`src/hdl/standby_pkg.sv`:
```
// Bus widths are fixed; lane 0 carries I2C and lane 1 carries I3C
package standby_pkg;

  // Physical bus lanes, indexed like the controller SCL/SDA arrays
  localparam int unsigned NumLanes = 2;
  localparam int unsigned LaneI2c = 0;
  localparam int unsigned LaneI3c = 1;

  // Flops in each SCL/SDA synchronizer
  localparam int unsigned SyncStages = 2;

  // Address with RnW in bit 0, or a data byte
  typedef logic [7:0] byte_t;

  // Static or dynamic target address
  typedef logic [6:0] addr7_t;

  typedef enum logic [2:0] {
    Idle,
    AddrShift,
    AddrAck,
    DataShift,
    DataAck,
    Ignore
  } rx_state_e;

endpackage

```
`src/hdl/bus_input_sync.sv`:
```
// Both lanes idle high while deselected; lane 0 needs an I2C enable, lane 1 wins over lane 0
module bus_input_sync (
  input  logic                clk_i,
  input  logic                reset_i,
  input  logic                ctrl_scl_i [standby_pkg::NumLanes],
  input  logic                ctrl_sda_i [standby_pkg::NumLanes],
  input  logic                phy_en_i,
  input  logic                i2c_active_en_i,
  input  logic                i2c_standby_en_i,
  input  logic                i3c_active_en_i,
  input  logic                i3c_standby_en_i,
  input  standby_pkg::addr7_t target_sta_addr_i,
  input  logic                target_sta_addr_valid_i,
  input  standby_pkg::addr7_t target_dyn_addr_i,
  input  logic                target_dyn_addr_valid_i,
  output logic                lane_scl_o [standby_pkg::NumLanes],
  output logic                lane_sda_o [standby_pkg::NumLanes],
  output standby_pkg::addr7_t lane_addr_o [standby_pkg::NumLanes],
  output logic                lane_addr_valid_o [standby_pkg::NumLanes],
  output logic                lane_sel_o
);

  logic [standby_pkg::SyncStages-1:0] scl_sync_q [standby_pkg::NumLanes];
  logic [standby_pkg::SyncStages-1:0] sda_sync_q [standby_pkg::NumLanes];
  logic                               lane_en [standby_pkg::NumLanes];

  // I3C takes the bus when either I3C mode is on
  assign lane_sel_o = i3c_active_en_i | i3c_standby_en_i;
  assign lane_en[standby_pkg::LaneI2c] = phy_en_i & ~lane_sel_o &
                                         (i2c_active_en_i | i2c_standby_en_i);
  assign lane_en[standby_pkg::LaneI3c] = phy_en_i & lane_sel_o;

  always_ff @(posedge clk_i) begin
    if (reset_i) begin
      for (int i = 0; i < standby_pkg::NumLanes; i++) begin
        scl_sync_q[i] <= '1;
        sda_sync_q[i] <= '1;
      end
    end else begin
      for (int i = 0; i < standby_pkg::NumLanes; i++) begin
        scl_sync_q[i] <= {scl_sync_q[i][standby_pkg::SyncStages-2:0], ctrl_scl_i[i]};
        sda_sync_q[i] <= {sda_sync_q[i][standby_pkg::SyncStages-2:0], ctrl_sda_i[i]};
      end
    end
  end

  // Deselected lane looks like a released bus
  always_comb begin
    for (int i = 0; i < standby_pkg::NumLanes; i++) begin
      lane_scl_o[i] = scl_sync_q[i][standby_pkg::SyncStages-1] | ~lane_en[i];
      lane_sda_o[i] = sda_sync_q[i][standby_pkg::SyncStages-1] | ~lane_en[i];
    end
  end

  assign lane_addr_o[standby_pkg::LaneI2c] = target_sta_addr_i;
  assign lane_addr_valid_o[standby_pkg::LaneI2c] = target_sta_addr_valid_i;

  // Dynamic address replaces the static one once assigned
  assign lane_addr_o[standby_pkg::LaneI3c] = target_dyn_addr_valid_i ? target_dyn_addr_i
                                                                      : target_sta_addr_i;
  assign lane_addr_valid_o[standby_pkg::LaneI3c] = target_dyn_addr_valid_i |
                                                   target_sta_addr_valid_i;

endmodule

```
`src/hdl/bus_frame_receiver.sv`:
```
// Write transfers only; each SCL phase must span several clk_i cycles, no clock stretching
module bus_frame_receiver (
  input  logic                clk_i,
  input  logic                reset_i,
  input  logic                scl_i,
  input  logic                sda_i,
  input  standby_pkg::addr7_t own_addr_i,
  input  logic                own_addr_valid_i,
  output logic                sda_o,
  output logic                start_o,
  output logic                rstart_o,
  output logic                stop_o,
  output standby_pkg::byte_t  addr_o,
  output logic                addr_valid_o,
  output standby_pkg::byte_t  data_o,
  output logic                data_valid_o
);

  standby_pkg::rx_state_e state_q;
  standby_pkg::byte_t     shift_q;
  standby_pkg::byte_t     shift_next;
  logic [2:0]             bit_cnt_q;
  logic                   scl_q;
  logic                   sda_q;
  logic                   ack_drive_q;
  logic                   scl_rise;
  logic                   scl_fall;
  logic                   start_cond;
  logic                   stop_cond;
  logic                   byte_done;
  logic                   addr_match;
  logic                   in_frame;

  assign scl_rise = scl_i & ~scl_q;
  assign scl_fall = ~scl_i & scl_q;

  // SDA may only move while SCL is high for a bus condition
  assign start_cond = scl_i & scl_q & sda_q & ~sda_i;
  assign stop_cond = scl_i & scl_q & ~sda_q & sda_i;

  // MSB first
  assign shift_next = {shift_q[6:0], sda_i};
  assign byte_done = scl_rise & (bit_cnt_q == 3'd7);

  // Write to our own address only
  assign addr_match = own_addr_valid_i & (shift_next[7:1] == own_addr_i) & ~shift_next[0];

  assign in_frame = (state_q != standby_pkg::Idle);

  // Open-drain ACK, released otherwise
  assign sda_o = ~ack_drive_q;

  always_ff @(posedge clk_i) begin
    if (reset_i) begin
      scl_q <= 1'b1;
      sda_q <= 1'b1;
    end else begin
      scl_q <= scl_i;
      sda_q <= sda_i;
    end
  end

  always_ff @(posedge clk_i) begin
    if (reset_i) begin
      start_o  <= 1'b0;
      rstart_o <= 1'b0;
      stop_o   <= 1'b0;
    end else begin
      start_o  <= start_cond & ~in_frame;
      rstart_o <= start_cond & in_frame;
      stop_o   <= stop_cond;
    end
  end

  always_ff @(posedge clk_i) begin
    if (reset_i) begin
      state_q      <= standby_pkg::Idle;
      bit_cnt_q    <= '0;
      ack_drive_q  <= 1'b0;
      addr_valid_o <= 1'b0;
      data_valid_o <= 1'b0;
    end else begin
      addr_valid_o <= 1'b0;
      data_valid_o <= 1'b0;
      if (start_cond) begin
        state_q     <= standby_pkg::AddrShift;
        bit_cnt_q   <= '0;
        ack_drive_q <= 1'b0;
      end else if (stop_cond) begin
        state_q     <= standby_pkg::Idle;
        ack_drive_q <= 1'b0;
      end else begin
        case (state_q)
          standby_pkg::AddrShift: begin
            if (scl_rise) begin
              bit_cnt_q <= bit_cnt_q + 3'd1;
            end
            if (byte_done) begin
              addr_valid_o <= 1'b1;
              state_q      <= addr_match ? standby_pkg::AddrAck : standby_pkg::Ignore;
            end
          end
          standby_pkg::DataShift: begin
            if (scl_rise) begin
              bit_cnt_q <= bit_cnt_q + 3'd1;
            end
            if (byte_done) begin
              data_valid_o <= 1'b1;
              state_q      <= standby_pkg::DataAck;
            end
          end
          // Pull low after the 8th falling SCL, let go after the 9th
          standby_pkg::AddrAck, standby_pkg::DataAck: begin
            if (scl_fall) begin
              if (!ack_drive_q) begin
                ack_drive_q <= 1'b1;
              end else begin
                ack_drive_q <= 1'b0;
                state_q     <= standby_pkg::DataShift;
              end
            end
          end
          default: begin
          end
        endcase
      end
    end
  end

  always_ff @(posedge clk_i) begin
    if (scl_rise) begin
      shift_q <= shift_next;
    end
    if (byte_done && state_q == standby_pkg::AddrShift) begin
      addr_o <= shift_next;
    end
    if (byte_done && state_q == standby_pkg::DataShift) begin
      data_o <= shift_next;
    end
  end

endmodule

```
`src/hdl/tti_rx_mux.sv`:
```
// One-byte buffer toward the RX data queue; a byte arriving while it is full is lost
module tti_rx_mux (
  input  logic               clk_i,
  input  logic               reset_i,
  input  logic               lane_sel_i,
  input  logic               start_i [standby_pkg::NumLanes],
  input  logic               rstart_i [standby_pkg::NumLanes],
  input  logic               stop_i [standby_pkg::NumLanes],
  input  standby_pkg::byte_t addr_i [standby_pkg::NumLanes],
  input  logic               addr_valid_i [standby_pkg::NumLanes],
  input  standby_pkg::byte_t data_i [standby_pkg::NumLanes],
  input  logic               data_valid_i [standby_pkg::NumLanes],
  input  logic               rx_queue_wready_i,
  output logic               rx_queue_wvalid_o,
  output standby_pkg::byte_t rx_queue_wdata_o,
  output logic               bus_start_o,
  output logic               bus_rstart_o,
  output logic               bus_stop_o,
  output standby_pkg::byte_t bus_addr_o,
  output logic               bus_addr_valid_o,
  output logic               rx_overflow_o
);

  standby_pkg::byte_t wdata_q;
  standby_pkg::byte_t byte_sel;
  logic               wvalid_q;
  logic               overflow_q;
  logic               byte_in;
  logic               buf_free;

  // Bus events from the lane in use
  assign bus_start_o = start_i[lane_sel_i];
  assign bus_rstart_o = rstart_i[lane_sel_i];
  assign bus_stop_o = stop_i[lane_sel_i];
  assign bus_addr_o = addr_i[lane_sel_i];
  assign bus_addr_valid_o = addr_valid_i[lane_sel_i];

  assign byte_in = data_valid_i[lane_sel_i];
  assign byte_sel = data_i[lane_sel_i];

  // Slot also frees in the cycle the queue takes the byte
  assign buf_free = ~wvalid_q | rx_queue_wready_i;

  always_ff @(posedge clk_i) begin
    if (reset_i) begin
      wvalid_q   <= 1'b0;
      overflow_q <= 1'b0;
    end else begin
      overflow_q <= byte_in & ~buf_free;
      if (byte_in && buf_free) begin
        wvalid_q <= 1'b1;
      end else if (rx_queue_wready_i) begin
        wvalid_q <= 1'b0;
      end
    end
  end

  always_ff @(posedge clk_i) begin
    if (byte_in && buf_free) begin
      wdata_q <= byte_sel;
    end
  end

  assign rx_queue_wvalid_o = wvalid_q;
  assign rx_queue_wdata_o = wdata_q;
  assign rx_overflow_o = overflow_q;

endmodule

```
`src/hdl/controller_standby.sv`:
```
// Standby write path only; SCL is never driven and SDA is open-drain on both lanes
module controller_standby (
  input  logic                clk_i,
  input  logic                reset_i,
  input  logic                ctrl_scl_i [standby_pkg::NumLanes],
  input  logic                ctrl_sda_i [standby_pkg::NumLanes],
  output logic                ctrl_scl_o [standby_pkg::NumLanes],
  output logic                ctrl_sda_o [standby_pkg::NumLanes],
  input  logic                phy_en_i,
  input  logic                i2c_active_en_i,
  input  logic                i2c_standby_en_i,
  input  logic                i3c_active_en_i,
  input  logic                i3c_standby_en_i,
  input  standby_pkg::addr7_t target_sta_addr_i,
  input  logic                target_sta_addr_valid_i,
  input  standby_pkg::addr7_t target_dyn_addr_i,
  input  logic                target_dyn_addr_valid_i,
  input  logic                rx_queue_wready_i,
  output logic                rx_queue_wvalid_o,
  output standby_pkg::byte_t  rx_queue_wdata_o,
  output logic                bus_start_o,
  output logic                bus_rstart_o,
  output logic                bus_stop_o,
  output standby_pkg::byte_t  bus_addr_o,
  output logic                bus_addr_valid_o,
  output logic                rx_overflow_o
);

  logic                lane_scl [standby_pkg::NumLanes];
  logic                lane_sda [standby_pkg::NumLanes];
  standby_pkg::addr7_t lane_addr [standby_pkg::NumLanes];
  logic                lane_addr_valid [standby_pkg::NumLanes];
  logic                lane_sel;
  logic                start [standby_pkg::NumLanes];
  logic                rstart [standby_pkg::NumLanes];
  logic                stop [standby_pkg::NumLanes];
  standby_pkg::byte_t  addr [standby_pkg::NumLanes];
  logic                addr_valid [standby_pkg::NumLanes];
  standby_pkg::byte_t  data [standby_pkg::NumLanes];
  logic                data_valid [standby_pkg::NumLanes];

  bus_input_sync xbus_input_sync (
    .clk_i                   (clk_i),
    .reset_i                 (reset_i),
    .ctrl_scl_i              (ctrl_scl_i),
    .ctrl_sda_i              (ctrl_sda_i),
    .phy_en_i                (phy_en_i),
    .i2c_active_en_i         (i2c_active_en_i),
    .i2c_standby_en_i        (i2c_standby_en_i),
    .i3c_active_en_i         (i3c_active_en_i),
    .i3c_standby_en_i        (i3c_standby_en_i),
    .target_sta_addr_i       (target_sta_addr_i),
    .target_sta_addr_valid_i (target_sta_addr_valid_i),
    .target_dyn_addr_i       (target_dyn_addr_i),
    .target_dyn_addr_valid_i (target_dyn_addr_valid_i),
    .lane_scl_o              (lane_scl),
    .lane_sda_o              (lane_sda),
    .lane_addr_o             (lane_addr),
    .lane_addr_valid_o       (lane_addr_valid),
    .lane_sel_o              (lane_sel)
  );

  for (genvar g = 0; g < standby_pkg::NumLanes; g++) begin : gen_lane
    // Target never stretches the clock
    assign ctrl_scl_o[g] = 1'b1;

    bus_frame_receiver xbus_frame_receiver (
      .clk_i            (clk_i),
      .reset_i          (reset_i),
      .scl_i            (lane_scl[g]),
      .sda_i            (lane_sda[g]),
      .own_addr_i       (lane_addr[g]),
      .own_addr_valid_i (lane_addr_valid[g]),
      .sda_o            (ctrl_sda_o[g]),
      .start_o          (start[g]),
      .rstart_o         (rstart[g]),
      .stop_o           (stop[g]),
      .addr_o           (addr[g]),
      .addr_valid_o     (addr_valid[g]),
      .data_o           (data[g]),
      .data_valid_o     (data_valid[g])
    );
  end

  tti_rx_mux xtti_rx_mux (
    .clk_i             (clk_i),
    .reset_i           (reset_i),
    .lane_sel_i        (lane_sel),
    .start_i           (start),
    .rstart_i          (rstart),
    .stop_i            (stop),
    .addr_i            (addr),
    .addr_valid_i      (addr_valid),
    .data_i            (data),
    .data_valid_i      (data_valid),
    .rx_queue_wready_i (rx_queue_wready_i),
    .rx_queue_wvalid_o (rx_queue_wvalid_o),
    .rx_queue_wdata_o  (rx_queue_wdata_o),
    .bus_start_o       (bus_start_o),
    .bus_rstart_o      (bus_rstart_o),
    .bus_stop_o        (bus_stop_o),
    .bus_addr_o        (bus_addr_o),
    .bus_addr_valid_o  (bus_addr_valid_o),
    .rx_overflow_o     (rx_overflow_o)
  );

endmodule

```
`config.mk`:
```
export PLATFORM = sky130hd
export DESIGN_NAME = controller_standby
export DESIGN_NICKNAME = d
export VERILOG_FILES = /design/src/hdl/standby_pkg.sv /design/src/hdl/bus_input_sync.sv /design/src/hdl/bus_frame_receiver.sv /design/src/hdl/tti_rx_mux.sv /design/src/hdl/controller_standby.sv
export SDC_FILE = /design/constraint.sdc
export NUM_CORES = 1
export LEC_CHECK = 0
export BUFFER_PORTS_ARGS = -buffer_cell sky130_fd_sc_hd__buf_2
export CORE_ASPECT_RATIO = 0.5
export CORE_MARGIN = 8
export CORE_UTILIZATION = 56
export DETAILED_ROUTE_END_ITERATION = 16
export GPL_ROUTABILITY_DRIVEN = 0
export GPL_TIMING_DRIVEN = 0
export HOLD_SLACK_MARGIN = 0.12
export PLACE_DENSITY = 0.82
export SLEW_MARGIN = 5
export SYNTH_ARGS = -nofsm -noshare
export SYNTH_HDL_FRONTEND = slang
export SYNTH_SLANG_ARGS = --single-unit
```
`constraint.sdc`:
```
create_clock -name clk_i -period 2.8 [get_ports clk_i]
set_input_delay 0.56 -clock clk_i [delete_from_list [all_inputs] [get_ports clk_i]]
set_output_delay 0.56 -clock clk_i [all_outputs]
set_load 0.02 [all_outputs]
```
# Word level (Yosys, flattened, before mapping)
# Memories as Yosys holds them, arrays and structs flattened.
# Index checks and enable logic that the tools add are counted.
[word_totals]
regBits = 84
ram_bits = 8
out_inout_bits = 26
mem_count = 2
[mem_list]
columns = ["name", "words", "word_bits", "read_ports", "rd_ports_with_merged_regs", "write_ports", "line_no", "rtl"]
rows = [
  ["xbus_input_sync.scl_sync_q", 2, 2, 2, 0, 2, "bus_input_sync.sv:23", "logic [standby_pkg::SyncStages-1:0] scl_sync_q [standby_pkg::NumLanes];"],
  ["xbus_input_sync.sda_sync_q", 2, 2, 2, 0, 2, "bus_input_sync.sv:24", "logic [standby_pkg::SyncStages-1:0] sda_sync_q [standby_pkg::NumLanes];"],
]
[classes]
addsub = 2
n_lt_le_gt_ge = 1
eq_ne = 28
mux = 51
n_bitwise = 64
reduce_logical = 32
[op_table]
columns = ["op", "count"]
rows = [
  ["8-bit 2-to-1 mux", 6],
  ["4-bit by 1-bit != test with 1-bit output (second input constant)", 8],
  ["3-bit 2-to-1 mux", 10],
  ["1-bit AND", 28],
  ["1-bit 2-to-1 mux", 28],
  ["1-bit inverter", 23],
  ["5-bit AND reduction", 4],
  ["3-bit case mux with 3 select lines", 2],
  ["2-bit by 1-bit != test with 1-bit output (second input constant)", 8],
  ["4-bit OR reduction", 4],
  ["7-bit equality test", 2],
  ["3-bit by 2-bit equality test with 1-bit output (second input constant)", 4],
  ["3-bit equality test (second input constant)", 4],
  ["1-bit bitwise OR", 12],
  ["3-bit nonzero test", 4],
  ["2-bit OR reduction", 6],
  ["5-bit nonzero test", 2],
  ["2-bit 2-to-1 mux", 4],
  ["7-bit 2-to-1 mux", 1],
  ["3-bit by 1-bit adder with 3-bit output (second input constant)", 2],
  ["3-bit by 1-bit equality test with 1-bit output (second input constant)", 2],
  ["3-bit AND reduction", 2],
  ["3-bit OR reduction", 2],
  ["1-bit logical AND", 5],
  ["other kinds (4)", 5],
]

# Depth between registers and ports, before layout
# Gate-level depths: netlist (run 1).
[depth]
depth_word = 13
ltp_mapped = 7
ltp_nobuf = 7

# By module
# Synthesis (run 1) repeated with hierarchy kept, for this count alone.
[hier_totals]
hier_cells = 274
hier_area_um2 = 3883.7
[modules_own_cells]
columns = ["module", "instances", "cells_each", "area_each_um2"]
rows = [
  ["bus_frame_receiver", 2, 96, 1392.6],
  ["tti_rx_mux", 1, 38, 638.1],
  ["bus_input_sync", 1, 41, 441.7],
  ["controller_standby", 1, 3, 18.8],
]

# Worst setup path after synthesis (run 1)
# Ideal clock, no wire load.
[synth_path]
kind = "input to register"
startpoint = "in i3c_standby_en_i"
endpoint = "reg gen_lane[1].xbus_frame_receiver.addr_o[0], enable pin"
arrival_ns = 1.915
path_slack_ns = 0.501
stages = 3
path_buffers = 0
cell_sequence = "o21ai_1 o2111ai_1 nor3_1"
[synth_via]
elab_chain_len = 7
[synth_rtl]
columns = ["element", "line_no", "rtl"]
rows = [
  ["from (decl)", "controller_standby.sv:13", "input logic i3c_standby_en_i,"],
  ["1-bit bitwise OR", "bus_input_sync.sv:28", "assign lane_sel_o = i3c_active_en_i | i3c_standby_en_i;"],
  ["1-bit AND", "bus_input_sync.sv:31", "assign lane_en[standby_pkg::LaneI3c] = phy_en_i & lane_sel_o;"],
  ["1-bit inverter", "bus_input_sync.sv:50", "lane_scl_o[i] = scl_sync_q[i][standby_pkg::SyncStages-1] | ~lane_en[i];"],
  ["1-bit bitwise OR", "bus_input_sync.sv:50", ""],
  ["1-bit AND", "bus_frame_receiver.sv:34", "assign scl_rise = scl_i & ~scl_q;"],
  ["1-bit AND", "bus_frame_receiver.sv:43", "assign byte_done = scl_rise & (bit_cnt_q == 3'd7);"],
  ["1-bit logical AND", "bus_frame_receiver.sv:134", "if (byte_done && state_q == standby_pkg::AddrShift) begin"],
  ["to (signal assigned)", "bus_frame_receiver.sv:135", "addr_o <= shift_next;"],
  ["to (decl)", "bus_frame_receiver.sv:13", "output standby_pkg::byte_t addr_o,"],
]
# No other way between the ends.
# A chain may end at the register's enable or synchronous reset.

# Final worst setup path (run 1)
[layout_path]
startpoint = "in i3c_standby_en_i"
endpoint = "out bus_stop_o"
[layout_via]
elab_chain_len = 5
[layout_rtl]
columns = ["element", "line_no", "rtl"]
rows = [
  ["1-bit bitwise OR", "bus_input_sync.sv:28", ""],
  ["1-bit inverter with 2-bit output (implied by the code)", "tti_rx_mux.sv:34", "assign bus_stop_o = stop_i[lane_sel_i];"],
  ["1-bit 2-to-1 mux (implied by the code) (3 in a row)", "tti_rx_mux.sv:34", ""],
  ["to (decl)", "controller_standby.sv:23", "output logic bus_stop_o,"],
]
# No other way between the ends. The select of a mux whose other input is x is not followed.

==> out/metrics.csv, run 1 <==
stage,metric,value,unit
route,vias_per_cell,5.495,
place,port_buffers,50,
synth,avgSynthCellArea,13.16,sq um
clock_tree,cts_buffers,9,
setup_path,worstPathMaxFanout,10,
clock_tree,clk_latency,0.34,ns
timing,maxSlewHeadroom,0.3641,
power_and_ir_drop,ir_worst_vdd,0.3097,mV
route,avgRoutedWirePerCell,17.04,microns
place,dp.cells,426,
final_layout,drive_above_1_share,0.3114,
synth,ys_seq_area_frac,0.6398,
route,vias,2429,
clock_tree,hold_buffers,0,
place,dp_hpwl,5.474,mm
setup_path,cp-endpoint,bus_stop_o,
timing,fin_crit,2.715,ns
route,antenna_left,0,
clock_tree,postCtsSetupBuffers,0,
timing,rsz0062_at_grt,false,
power_and_ir_drop,p_per_area,646.0,mW/mm^2
synth,synth_cells,283,
clock_tree,clkTransAtPathRegs,0.06,ns
final_layout,final_cell_mix,"54 x edfxtp_1, 50 x buf_2, 38 x dfxtp_1",
clock_tree,cts_max_path_buffers,2,
setup_path,r2r-end,gen_lane[0].xbus_frame_receiver.addr_o[0],
global_routing,grt_max_degree,17,
final_layout,instances_no_fill,442,
setup_path,setup.worst_path.end_class,primary output,
timing,timing.final.crit_share,0.9695,
timing,setup_ws,0.08530,ns
power_and_ir_drop,p_leak,1.676,nW
final_layout,syn_to_final_growth,18.92,%
floorplanning,dieArea,0.009673,sq mm
setup_path,path_class,in2out,
setup_path,r2r_slack,0.43,ns
route,detail_route.iter0.violations,178,
min_path,hold_class,in2reg,
synth,synth_enable_flop_cells,54,
route,drt_first_pass_iters,4,
setup_path,start_kind,input pin,
timing,final-hold-violation-count,0,
timing,worst_pin_slew,0.9529,ns
synth,ys_seq_elements,92,
global_routing,grt_overflow_total,0,
timing,max_freq,368.4,MHz
clock_tree,cts_tree,built,
place,place_ws,-0.3901,ns
timing,setup_viol,0,
clock_tree,h-tree-depth,3,
run,cap_violations,0,
clock_tree,cts-resized-gates,0,
setup_path,worstPathArrival,2.15,ns
floorplanning,initial_core_util,0.5669,
floorplanning,dieWidth,131.3,microns
floorplanning,dieHeight,73.66,microns
floorplanning,io_pins,54,
global_routing,antenna_found_initial,0,
route,wl,7.532,mm
final_layout,nets,377,
timing,drv_slew,0,
synth,synth-main-ff-cell,edfxtp_1,
route,drc,0,
floorplanning,rows,21,
global_routing,grt_pass1_vias,2476,
final_layout,diodes,0,
setup_path,r2r_start,gen_lane[0].xbus_frame_receiver.state_q[0],
global_routing,grt_pass1_wl,12.06,mm
setup_path,worstSetupStartpoint,i3c_standby_en_i,
clock_tree,clockRootBuffer,clkbuf_16,
floorplanning,core_area,0.006569,sq mm
clock_tree,clkSinkCount,92,
synth,synth-async-reset-ratio,0,
synth,synth_warnings,0,
final_layout,final_common_cell,edfxtp_1,
timing,tns,0,ns
timing,fin_skew,0.006462,ns
synth,syn_area,0.003724,sq mm
setup_path,cp.required,2.24,ns
outcome,status,finished clean,
global_routing,grtUsageTotal,0.1643,
synth,synth_cell_types,44,
setup_path,reg2reg_depth,3,
==> how the worst min path moves through the flow <==
stage,slack [ns],start,cells after the start,endpoint
global placement,0.39,xbus_input_sync.scl_sync_q[0][0],1,xbus_input_sync.scl_sync_q[0][1]
CTS,0.38,ctrl_scl_i[1],2,xbus_input_sync.scl_sync_q[0][0]
global route,0.40,ctrl_sda_i[1],2,xbus_input_sync.sda_sync_q[0][0]
floorplan,0.39,xbus_input_sync.scl_sync_q[0][0],1,xbus_input_sync.scl_sync_q[0][1]
detailed placement,0.39,xbus_input_sync.sda_sync_q[0][2],1,xbus_input_sync.sda_sync_q[0][3]
finish,0.40,ctrl_scl_i[1],2,xbus_input_sync.scl_sync_q[0][0]
==> routing by layer <==
layer  share of wire  routed length, microns  track usage  up-vias
li1                -                       -            -     1157
met3           0.061                     461      0.05457       10
met5               0                       0            0        -
met1            0.42                    3137       0.1798     1186
met4           0.019                     146      0.07314        0
met2            0.50                    3787       0.2918       76
==> kinds of logic after synthesis <==
group,after synthesis,synth area share
flops,92,0.6398
simple gates,78,0.1169
compound gates,33,0.05981
mux,32,0.09274
buf+inv,23,0.02924
xor+xnor,20,0.04704
fa+ha+maj,4,0.01344
other cells,1,0.001007
==> sequential cells by signal, summed over array words and instances (netlist names) <==
| signal | flops |
|---|---|
| gen_lane.xbus_frame_receiver.bit_cnt_q | 6 |
| gen_lane.xbus_frame_receiver.addr_valid_o | 2 |
| gen_lane.xbus_frame_receiver.state_q | 6 |
| gen_lane.xbus_frame_receiver.data_o | 16 |
| gen_lane.xbus_frame_receiver.sda_q | 2 |
| gen_lane.xbus_frame_receiver.stop_o | 2 |
| gen_lane.xbus_frame_receiver.addr_o | 16 |
| xtti_rx_mux.rx_queue_wvalid_o | 1 |
| xbus_input_sync.scl_sync_q | 4 |
| gen_lane.xbus_frame_receiver.shift_q | 14 |
| gen_lane.xbus_frame_receiver.scl_q | 2 |
| gen_lane.xbus_frame_receiver.rstart_o | 2 |
| gen_lane.xbus_frame_receiver.start_o | 2 |
| gen_lane.xbus_frame_receiver.data_valid_o | 2 |
| gen_lane.xbus_frame_receiver.ack_drive_q | 2 |
| xbus_input_sync.sda_sync_q | 4 |
| xtti_rx_mux.rx_queue_wdata_o | 8 |
| xtti_rx_mux.rx_overflow_o | 1 |
==> final cells by class <==
cell class                 instances  area, sq um
clock buffer                      10        229.0
sequential                        92         2382
buffer                            10        60.06
multi-input combinational        169         1246
timing repair buffer              50        250.2
inverter                          13        48.80
clock inverter                     6        96.34
tap                               92        115.1
fill                             473         2141
==> worst max-delay path, stage by stage <==
cell and delay (ns):
buf_2 0.12, nor2_1 0.32, clkbuf_1 0.55, mux2_2 0.43, buf_2 0.16
==> report_power, final <==
part,switching (mW),leakage (nW),internal (mW)
Sequential,0.00940,0.786,1.43
Combinational,0.0662,0.734,0.0564
Clock,0.507,0.155,0.793
Total,0.582,1.68,2.28
==> synth_stat cells, types with 2 or more instances <==
master	count	area (sq um)
dfxtp_1	38	760.7
a211oi_1	2	15.01
ha_1	4	50.05
or2_2	11	68.82
nand4_1	3	18.77
or3_1	2	12.51
xor2_1	9	78.83
nor4b_1	2	17.52
mux2_2	20	225.2
clkbuf_1	5	18.77
nand2_1	6	22.52
nand2b_1	4	25.02
nor2_1	22	82.58
o2111ai_1	2	17.52
a21oi_1	5	25.02
o21ai_0	11	55.05
nand3_1	3	15.01
a21o_1	2	15.01
mux2i_1	12	120.1
nor3_1	10	50.05
nor3b_1	3	22.52
edfxtp_1	54	1622
o41ai_1	2	17.52
nor2b_1	2	12.51
nor4_1	3	18.77
buf_4	4	30.03
o31ai_1	3	22.52
xnor2_1	11	96.34
inv_1	13	48.80
==> through the flow <==
stage                     power (mW)    util  hold WS, ns  cell area (sq um)
final                          2.860  0.6741       0.3981               4428
after global routing           2.952  0.6741       0.3971               4428
after CTS                      2.878  0.6726       0.3839               4418
after detailed placement       1.588  0.6230       0.3937               4093
after global placement         1.583  0.6230       0.3916               4093
after floorplan                1.543       -       0.3895               3727
Note: power is estimated with default switching activity, not from simulation.
==> run 2, diff against run 1 <==
ABC_AREA = 1   (was not set)
CORE_UTILIZATION = 57   (was 56)
HOLD_SLACK_MARGIN = 0.02   (was 0.12)
PLACE_DENSITY = 0.83   (was 0.82)
==> out/metrics.csv, run 2 <==
stage,metric,value,unit
route,vias,2942,
synth,synth-async-reset-ratio,0,
timing,timing.final.crit_share,0.8286,
place,port_buffers,50,
clock_tree,clockRootBuffer,clkbuf_16,
timing,maxSlewHeadroom,0.4052,
final_layout,syn_to_final_growth,16.13,%
final_layout,final_common_cell,nand2_1,
setup_path,worstPathMaxFanout,10,
floorplanning,dieArea,0.01014,sq mm
synth,ys_seq_area_frac,0.5939,
route,avgRoutedWirePerCell,13.60,microns
clock_tree,clkTransAtPathRegs,0.06,ns
clock_tree,clkSinkCount,92,
setup_path,r2r_slack,0.84,ns
run,cap_violations,0,
final_layout,drive_above_1_share,0.2340,
floorplanning,io_pins,54,
clock_tree,cts_max_path_buffers,2,
timing,rsz0062_at_grt,false,
clock_tree,cts-resized-gates,0,
synth,synth_cells,433,
floorplanning,dieHeight,75.32,microns
synth,yosys-top-cells-area,"edfxtp_1 40%, dfxtp_1 19%, nand2_1 14%",
final_layout,diodes,0,
timing,setup_viol,0,
setup_path,path_class,in2out,
global_routing,grt_overflow_total,0,
synth,synth_warnings,0,
setup_path,reg2reg_depth,4,
route,drc,0,
synth,yosys.cell_count.top_type,nand2_1,
timing,max_freq,431.0,MHz
setup_path,setup.worst_path.end_class,primary output,
floorplanning,rows,21,
clock_tree,h-tree-depth,3,
floorplanning,dieWidth,134.6,microns
setup_path,cp.required,2.24,ns
global_routing,grtUsageTotal,0.1625,
global_routing,antenna_found_initial,0,
setup_path,worstPathArrival,1.76,ns
global_routing,grt_max_degree,17,
timing,final-hold-violation-count,0,
floorplanning,core_area,0.006753,sq mm
final_layout,fillCellCount,504,
power_and_ir_drop,p_per_area,575.6,mW/mm^2
synth,syn_area,0.004011,sq mm
timing,worst_pin_slew,0.8888,ns
power_and_ir_drop,p_total,2.681,mW
power_and_ir_drop,p_leak,2.170,nW
power_and_ir_drop,ir_worst_vdd,0.3515,mV
min_path,min_delay_path_depth,1,
route,vias_per_cell,4.970,
synth,synth_common_cells,"149 x nand2_1, 54 x edfxtp_1, 54 x inv_1",
outcome,status,finished clean,
floorplanning,initial_core_util,0.5940,
min_path,hold_class,reg2reg,
global_routing,grt_pass1_vias,2748,
final_layout,fin_util,0.6898,
final_layout,final_cell_mix,"149 x nand2_1, 54 x inv_1, 54 x edfxtp_1",
timing,fin_crit,2.320,ns
timing,fin_skew,0.005351,ns
synth,synth_top_area_frac,0.4042,
final_layout,seqCellArea,0.002382,sq mm
route,wl,8.051,mm
timing,drv_slew,0,
route,antenna_left,0,
synth,synth_cell_types,35,
setup_path,start_kind,input pin,
place,dp_hpwl,6.259,mm
final_layout,largest_registers,"gen_lane.xbus_frame_receiver.addr_o: 16 flops, gen_lane.xbus_frame_receiver.data_o: 16 flops, gen_lane.xbus_frame_receiver.shift_q: 14 flops",
clock_tree,cts_buffers,9,
global_routing,grt_pass1_wl,12.59,mm
route,detail_route.iter0.violations,255,
clock_tree,clk_latency,0.33,ns
synth,synth-main-ff-cell,edfxtp_1,
timing,tns,0,ns
final_layout,multi_input_area,0.001348,sq mm
synth,synth_top_area_cell,edfxtp_1,
route,drt_first_pass_iters,5,
synth,ys_seq_elements,92,
clock_tree,cts_tree,built,
synth,synth_enable_flop_cells,54,
synth,avgSynthCellArea,9.264,sq um
final_layout,nets,527,
clock_tree,hold_buffers,0,
clock_tree,postCtsSetupBuffers,0,
[run 2: cell types whose count changed in the layout (fill, tap and decap cells not counted), moves of 9 or more]
cell | before | now
inv_1 | 13 | 54
mux2_2 | 20 | 0
mux2i_1 | 12 | 1
nand2_1 | 6 | 149
nand3_1 | 3 | 13
nor2_1 | 22 | 35
xnor2_1 | 11 | 1
xor2_1 | 9 | 0
[run 2: worst max-delay path, cell delays in order]
cell and delay [ns]:
buf_2 0.15, inv_2 0.04, nand2_1 0.20, clkbuf_1 0.42
nand2_1 0.12, nand2_1 0.10, buf_2 0.16
[run 2: cell families (layout without fill, tap and decap cells)]
| family | Yosys count | count (layout) | share of synthesized area |
|---|---|---|---|
| simple gates | 241 | 241 | 0.2851 |
| flops | 92 | 92 | 0.5939 |
| fa+ha+maj | 4 | 4 | 0.01248 |
| buf+inv | 71 | 137 | 0.07112 |
| mux | 1 | 1 | 0.002495 |
| compound gates | 22 | 22 | 0.03181 |
| other cells | 1 | 2 | 0.0009348 |
| xor+xnor | 1 | 1 | 0.002184 |
[run 2: routing by layer]
layer,vias to the layer above,GRT usage,share of wire
li1,1488,-,-
met3,12,0.05000,0.069
met4,0,0.07398,0.016
met1,1339,0.1771,0.41
met5,-,0,0
met2,103,0.2935,0.50
[run 2: area by class of cell]
class / count / share of cell area
Inverter: 61 / 0.04915
Sequential cell: 92 / 0.5114
Multi-Input combinational cell: 271 / 0.2893
Clock inverter: 6 / 0.01048
Buffer: 10 / 0.01209
Timing Repair Buffer: 50 / 0.05372
Tap cell: 92 / 0.02471
Clock buffer: 10 / 0.04915
[run 2: where the power goes]
part | internal, mW | switching (mW) | total (mW)
registers | 1.43 | 0.00355 | 1.43
logic | 0.0502 | 0.0905 | 0.141
clock network | 0.609 | 0.501 | 1.11
total | 2.09 | 0.595 | 2.68
[run 2: worst paths after layout]
path	from	endpoint
worst min-delay path	xbus_input_sync.scl_sync_q[0][2]	xbus_input_sync.scl_sync_q[0][3]
worst min register to register	xbus_input_sync.scl_sync_q[0][2]	xbus_input_sync.scl_sync_q[0][3]
worst max register to register	gen_lane[0].xbus_frame_receiver.state_q[0]	gen_lane[0].xbus_frame_receiver.data_o[2]
worst max-delay path	i3c_active_en_i	bus_rstart_o
[run 2: stage by stage]
stage	cell area [sq um]	cells	setup slack [ns]	hold WS, ns
5_1_grt	4658	592	0.4116	0.4034
2_1_floorplan	4015	434	0.9371	0.3895
3_5_place_dp	4380	576	0.2742	0.3923
3_3_place_gp	4380	576	0.3551	0.3917
6_report	4658	592	0.4799	0.4067
4_1_cts	4658	592	0.4883	0.4001
